[config.mk]
export PLATFORM = sky130hd
export DESIGN_NAME = phy_mdio_init_top
export DESIGN_NICKNAME = d
export VERILOG_FILES = /design/src/hdl/phy_mdio_pkg.sv /design/src/hdl/mdc_clock_gen.sv /design/src/hdl/mdio_frame_shifter.sv /design/src/hdl/phy_ext_write_sequencer.sv /design/src/hdl/phy_mdio_init_top.sv
export SDC_FILE = /design/constraint.sdc
export NUM_CORES = 1
export LEC_CHECK = 0
export CAP_MARGIN = 40
export CORE_MARGIN = 10
export CORE_UTILIZATION = 35
export DETAILED_ROUTE_END_ITERATION = 12
export DONT_BUFFER_PORTS = 1
export SYNTH_ARGS = -nofsm -noshare
export SYNTH_HDL_FRONTEND = slang
export SYNTH_SLANG_ARGS = --single-unit
[constraint.sdc]
create_clock -name clk_125mhz -period 4.8 [get_ports clk_125mhz]
set_input_delay 0.96 -clock clk_125mhz [delete_from_list [all_inputs] [get_ports clk_125mhz]]
set_output_delay 0.96 -clock clk_125mhz [all_outputs]
set_load 0.005 [all_outputs]
[src/hdl/phy_mdio_pkg.sv]
// shared MDIO frame types, clause-22 field constants and the PHY extended-register write table

package phy_mdio_pkg;

    // one clause-22 management frame, msb first on the wire
    typedef struct packed {
        logic [1:0]  st;
        logic [1:0]  op;
        logic [4:0]  phy_addr;
        logic [4:0]  reg_addr;
        logic [1:0]  ta;
        logic [15:0] data;
    } mdio_cmd_fields_t;

    // fields for the sequencer, flat word for the shifter
    typedef union packed {
        mdio_cmd_fields_t fields;
        logic [31:0]      word;
    } mdio_cmd_t;

    // one write to the extended register space
    typedef struct packed {
        logic [15:0] ext_addr;
        logic [15:0] value;
    } ext_write_t;

    localparam logic [1:0] mdio_st_clause22 = 2'b01;
    localparam logic [1:0] mdio_op_write = 2'b01;
    localparam logic [1:0] mdio_ta_write = 2'b10;
    localparam int mdio_preamble_bits = 32;

    // indirect access through REGCR/ADDAR, device address 0x1F
    localparam logic [4:0] regcr_addr = 5'h0D;
    localparam logic [4:0] addar_addr = 5'h0E;
    localparam logic [15:0] regcr_addr_mode = 16'h001F;
    localparam logic [15:0] regcr_data_mode = 16'h401F;

    localparam int ext_write_count = 3;

    localparam ext_write_t ext_write_table [ext_write_count] = '{
        // CFG4, SGMII autonegotiation timer
        '{ext_addr: 16'h0031, value: 16'h0070},
        // SGMIICTL1, SGMII clock output
        '{ext_addr: 16'h00D3, value: 16'h4000},
        // 10M_SGMII_CFG, 10 Mbps operation
        '{ext_addr: 16'h016F, value: 16'h0015}
    };

endpackage

[src/hdl/mdc_clock_gen.sv]
// MDC generator, toggles every mdc_prescale+1 clocks while a frame runs and flags each falling edge
`timescale 1ns/100ps

module mdc_clock_gen #(
    parameter int mdc_prescale = 3
) (
    input  logic clk_125mhz,
    input  logic rst_125mhz,
    input  logic mdc_run,
    output logic mdc,
    output logic bit_strobe
);

    localparam int cnt_w = (mdc_prescale > 0) ? $clog2(mdc_prescale + 1) : 1;

    logic [cnt_w-1:0] phase_cnt;

    always_ff @(posedge clk_125mhz) begin
        if (rst_125mhz) begin
            mdc <= 1'b0;
            phase_cnt <= cnt_w'(mdc_prescale);
            bit_strobe <= 1'b0;
        end else begin
            bit_strobe <= 1'b0;
            if (!mdc_run) begin
                // park low, next frame starts with a full low phase
                mdc <= 1'b0;
                phase_cnt <= cnt_w'(mdc_prescale);
            end else if (phase_cnt == '0) begin
                mdc <= ~mdc;
                phase_cnt <= cnt_w'(mdc_prescale);
                bit_strobe <= mdc;
            end else begin
                phase_cnt <= phase_cnt - 1'b1;
            end
        end
    end

endmodule

[src/hdl/mdio_frame_shifter.sv]
// MDIO write-frame shifter, takes one command and drives preamble plus frame msb first on MDIO
`timescale 1ns/100ps

module mdio_frame_shifter (
    input  logic                    clk_125mhz,
    input  logic                    rst_125mhz,
    input  phy_mdio_pkg::mdio_cmd_t cmd,
    input  logic                    cmd_valid,
    output logic                    cmd_ready,
    input  logic                    bit_strobe,
    output logic                    mdc_run,
    output logic                    mdio_o,
    output logic                    mdio_t
);
    import phy_mdio_pkg::*;

    localparam int frame_bits = mdio_preamble_bits + $bits(mdio_cmd_t);
    localparam int count_w = $clog2(frame_bits);

    logic                  busy;
    logic                  cmd_accept;
    logic [frame_bits-1:0] shift_reg;
    logic [count_w-1:0]    bit_cnt;

    // one frame in flight, ready only while idle
    assign cmd_ready = ~busy;
    assign cmd_accept = cmd_valid && cmd_ready;

    assign mdc_run = busy;
    assign mdio_t = ~busy;

    // current bit sits at the top of the shift register
    assign mdio_o = shift_reg[frame_bits-1];

    always_ff @(posedge clk_125mhz) begin
        if (rst_125mhz) begin
            busy <= 1'b0;
            bit_cnt <= '0;
            shift_reg <= '1;
        end else if (cmd_accept) begin
            busy <= 1'b1;
            bit_cnt <= count_w'(frame_bits - 1);
            shift_reg <= {{mdio_preamble_bits{1'b1}}, cmd.word};
        end else if (busy && bit_strobe) begin
            // next bit goes out just after MDC falls
            shift_reg <= {shift_reg[frame_bits-2:0], 1'b1};
            if (bit_cnt == '0) begin
                busy <= 1'b0;
            end else begin
                bit_cnt <= bit_cnt - 1'b1;
            end
        end
    end

endmodule

[src/hdl/phy_ext_write_sequencer.sv]
// waits out the start-up delay, then issues the extended PHY writes as REGCR/ADDAR clause-22 commands
`timescale 1ns/100ps

module phy_ext_write_sequencer #(
    parameter int         init_delay_cycles = 1048575,
    parameter logic [4:0] phy_addr = 5'd3
) (
    input  logic                    clk_125mhz,
    input  logic                    rst_125mhz,
    output phy_mdio_pkg::mdio_cmd_t cmd,
    output logic                    cmd_valid,
    input  logic                    cmd_ready,
    output logic                    init_done
);
    import phy_mdio_pkg::*;

    localparam int delay_w = (init_delay_cycles > 0) ? $clog2(init_delay_cycles + 1) : 1;
    localparam int index_w = (ext_write_count > 1) ? $clog2(ext_write_count) : 1;

    logic [delay_w-1:0] delay_cnt;
    logic               delay_last;
    logic               running;
    logic [index_w-1:0] entry_idx;
    logic [1:0]         step;
    logic               drain_pending;
    logic               cmd_fire;
    logic               last_cmd;
    ext_write_t         cur_entry;

    assign delay_last = (delay_cnt <= delay_w'(1));
    assign cmd_fire = cmd_valid && cmd_ready;
    assign last_cmd = (entry_idx == index_w'(ext_write_count - 1)) && (step == 2'd3);

    // command word follows index and step, so it holds while valid waits
    always_comb begin
        cur_entry = ext_write_table[entry_idx];
        cmd.fields.st = mdio_st_clause22;
        cmd.fields.op = mdio_op_write;
        cmd.fields.phy_addr = phy_addr;
        cmd.fields.ta = mdio_ta_write;
        case (step)
            2'd0: begin
                // select address mode
                cmd.fields.reg_addr = regcr_addr;
                cmd.fields.data = regcr_addr_mode;
            end
            2'd1: begin
                cmd.fields.reg_addr = addar_addr;
                cmd.fields.data = cur_entry.ext_addr;
            end
            2'd2: begin
                // switch to data mode, no post increment
                cmd.fields.reg_addr = regcr_addr;
                cmd.fields.data = regcr_data_mode;
            end
            default: begin
                cmd.fields.reg_addr = addar_addr;
                cmd.fields.data = cur_entry.value;
            end
        endcase
    end

    always_ff @(posedge clk_125mhz) begin
        if (rst_125mhz) begin
            delay_cnt <= delay_w'(init_delay_cycles);
            running <= 1'b0;
            entry_idx <= '0;
            step <= '0;
            cmd_valid <= 1'b0;
            drain_pending <= 1'b0;
            init_done <= 1'b0;
        end else begin
            if (delay_cnt != '0) begin
                delay_cnt <= delay_cnt - 1'b1;
            end

            if (!running && delay_last) begin
                // first command goes out as the delay runs out
                running <= 1'b1;
                cmd_valid <= 1'b1;
            end else if (cmd_fire) begin
                if (last_cmd) begin
                    cmd_valid <= 1'b0;
                    drain_pending <= 1'b1;
                end else begin
                    step <= step + 2'd1;
                    if (step == 2'd3) begin
                        entry_idx <= entry_idx + 1'b1;
                    end
                end
            end

            // done once the shifter is idle again after the last frame
            if (drain_pending && cmd_ready) begin
                drain_pending <= 1'b0;
                init_done <= 1'b1;
            end
        end
    end

endmodule

[src/hdl/phy_mdio_init_top.sv]
// top of the PHY start-up configuration, sequencer feeding the MDIO shifter and MDC generator
`timescale 1ns/100ps

module phy_mdio_init_top #(
    parameter logic [4:0] phy_addr = 5'd3,
    parameter int         mdc_prescale = 3,
    parameter int         init_delay_cycles = 1048575
) (
    input  logic clk_125mhz,
    input  logic rst_125mhz,
    output logic phy_mdc,
    output logic phy_mdio_o,
    output logic phy_mdio_t,
    output logic init_done
);
    import phy_mdio_pkg::*;

    mdio_cmd_t cmd;
    logic      cmd_valid;
    logic      cmd_ready;
    logic      mdc_run;
    logic      bit_strobe;

    phy_ext_write_sequencer #(
        .init_delay_cycles(init_delay_cycles),
        .phy_addr(phy_addr)
    ) sequencer_inst (
        .clk_125mhz(clk_125mhz),
        .rst_125mhz(rst_125mhz),
        .cmd(cmd),
        .cmd_valid(cmd_valid),
        .cmd_ready(cmd_ready),
        .init_done(init_done)
    );

    mdio_frame_shifter shifter_inst (
        .clk_125mhz(clk_125mhz),
        .rst_125mhz(rst_125mhz),
        .cmd(cmd),
        .cmd_valid(cmd_valid),
        .cmd_ready(cmd_ready),
        .bit_strobe(bit_strobe),
        .mdc_run(mdc_run),
        .mdio_o(phy_mdio_o),
        .mdio_t(phy_mdio_t)
    );

    mdc_clock_gen #(
        .mdc_prescale(mdc_prescale)
    ) mdc_gen_inst (
        .clk_125mhz(clk_125mhz),
        .rst_125mhz(rst_125mhz),
        .mdc_run(mdc_run),
        .mdc(phy_mdc),
        .bit_strobe(bit_strobe)
    );

endmodule

==> run_results.csv <==
group,metric,value,unit
outcome,status,"finished clean",
global_routing,grt_util_met3,0.0244,
critical_path,critical_path_arrival,2.44,ns
global_routing,antenna_found_initial,0,
die,dieWidth,131,um
power,finalPower,1.59,mW
clock_network,clkLatencyLatePin,0.34,ns
timing,slew_viol_final,0,
die,start_util,0.359,
global_routing,use_met2,0.154,
yosys,yosys.area.top_type,"dfxtp_1",
clock_network,clk_pin_slew,0.07,ns
critical_path,critPathMaxStageDelay,0.52,ns
critical_path,critPathMaxFanout,66,
global_routing,grt.total_usage,0.0995,
yosys,avgSynthCellArea,8.56,um2
yosys,yosys_warnings,0,
timing,rsz0062_at_grt,"false",
timing,min_period,2.23,ns
critical_path,critPathKind,"reg2reg",
routing,ant_nets,0,
place,dp_worst_setup_slack,2.55,ns
critical_path,cp-end-kind,"flip-flop",
place,dp_hpwl,5.20,mm
cells_and_area,antenna_cells,0,
yosys,syn_inst,508,
routing,drcViolationCount,0,
timing,fin_skew,0.00630,ns
timing,setup_ws,2.57,ns
place,dpl.cell_count,651,
timing,setup_viol_count_final,0,
place,gp_congestion,0.754,
die,die_h,131,um
timing,fmax,448,MHz
die,row_count,40,
timing,tns,0,ns
hold_path,min_path_type,"reg2reg",
clock_network,cts_buffers,9,
yosys,ys_seq_elements,103,
die,dieArea,17300,um2
yosys,synthTopCellsByArea,"dfxtp_1, nand2_1, nand3_1, ha_1, a221o_1",
cells_and_area,utilization,0.394,
cells_and_area,fin_nets,510,
cells_and_area,fillCellCount,1251,
place,place_area,4490,um2
clock_network,clockBufferDepth,2,
die,boundaryPins,6,
power,power.leakage,1.81,nW
clock_network,h-tree-depth,3,
cells_and_area,layout.cells.non_filler,667,
cells_and_area,drive_gt1_frac,0.0701,
yosys,synth_most_common_cell,"nand2_1",
yosys,synth_edf_count,0,
clock_network,post_cts.repair.setup_buffers,0,
routing,first_pass_iters,5,
clock_network,clock_sink_count,103,
clock_network,holdBufCountCts,0,
yosys,synth_area,4350,um2
die,core_area,12100,um2
global_routing,top_usage_layer,"met2",
cells_and_area,stdcell_area,4770,um2
power,ir_drop,0.000219,V
job,drv_cap,0,
yosys,synth_top_area_frac,0.474,
timing,relSlewSlack,0.575,
critical_path,crit_top_cell,"buf_4",
yosys,synthDistinctLibCells,53,
timing,fin_crit_sh,0.465,
global_routing,grt_max_degree,67,
yosys,yosysSeqAreaShare,0.474,
yosys,ys.flop_type,"dfxtp_1",
place,portBuffers,0,
timing,holdWs,0.388,ns
power,power_density,334,nW/um2
routing,wl_per_cell,12.6,um
critical_path,crit_required,5.01,ns
clock_network,cts_tree,"yes",
critical_path,worst_setup_path_start_kind,"flip-flop",
global_routing,grt_overflow,0,
critical_path,r2r_setup_slack,2.57,ns
global_routing,grt_pass1_vias,3307,
clock_network,cts.repair.resized,0,
timing,worst_pin_slew,0.637,ns
yosys,synth_nets,524,
timing,hold_violations,0,
global_routing,grt_pass1_wl,15.1,mm
yosys,netlist_top_cells_count,"nand2_1, dfxtp_1, nand3_1",
routing,wl,8.40,mm
routing,first_iter_violations,242,
clock_network,clockRootBuffer,"clkbuf_16",
routing,vias,3454,
routing,vias_per_cell,5.18,
yosys,async_flop_share,0,
cells_and_area,largest_reg_flops,64,
critical_path,crit_slowest_cell,"buf_4",
global_routing,use_met1,0.131,
critical_path,crit_chain,"and2_2, buf_4, nor2_1, buf_4, a221oi_1, o21ai_0",
cells_and_area,area_growth,9.75,%
## area by class of cell
cell class                 count  area [um2]  share of cell area
tap                          168         210              0.0440
multi-input combinational    360        2120               0.444
clock inverter                 6        48.8              0.0102
sequential                   103        2060               0.432
timing repair buffer           5        37.5             0.00786
clock buffer                  10         239              0.0501
inverter                      15        56.3              0.0118
## cell families after synthesis
kind of cell,after synthesis,share of synthesized area
AO/OA/AOI/OAI,85,0.140
XOR/XNOR,3,0.00604
adder cells (fa/ha/maj),14,0.0403
buffers and inverters,45,0.0394
flip-flops,103,0.474
multiplexers,11,0.0276
AND/OR/NAND/NOR,247,0.273
## where the power goes
part | internal, mW | switching [mW]
Sequential | 0.857 | 0.00543
Combinational | 0.00859 | 0.0153
Clock | 0.374 | 0.332
## cells in the final DEF, fill, tap and decap left out, types with 4 or more instances in the layout
cell type / n
a211oi_1: 4
a21oi_1: 21
a221o_1: 14
a22oi_1: 5
buf_4: 5
clkbuf_16: 9
dfxtp_1: 103
ha_1: 14
inv_1: 14
inv_6: 4
mux2i_1: 9
nand2_1: 104
nand3_1: 49
nand4_1: 5
nor2_1: 32
nor2b_1: 9
nor3_1: 12
nor4_1: 6
o21ai_0: 12
o31ai_1: 6
or3_1: 6
or4_1: 4
## critical path, delay by kind of cell, from the launching register on
| family | cells | cell delay, ns |
|---|---|---|
| buf+inv | 2 | 0.79 |
| simple gates | 2 | 0.47 |
| flops | 1 | 0.45 |
| compound gates | 2 | 0.37 |
## routing by layer
layer / vias up / wire [um] / part of all wire
met5: - / 0 / 0
met1: 1635 / 4370 / 0.52
met2: 51 / 3650 / 0.43
li1: 1764 / - / -
met4: 0 / 85 / 0.010
met3: 4 / 286 / 0.034
## worst paths after layout
| path | startpoint | depth (start not counted) | end |
|---|---|---|---|
| min reg2reg | mdc_gen_inst.phase_cnt[0] | 1 | mdc_gen_inst.phase_cnt[0] |
| max reg2reg | shifter_inst.mdc_run | 6 | shifter_inst.shift_reg[4] |
| min | mdc_gen_inst.phase_cnt[0] | 1 | mdc_gen_inst.phase_cnt[0] |
| max | shifter_inst.mdc_run | 6 | shifter_inst.shift_reg[4] |
Note: power is estimated with default switching activity, not from simulation.
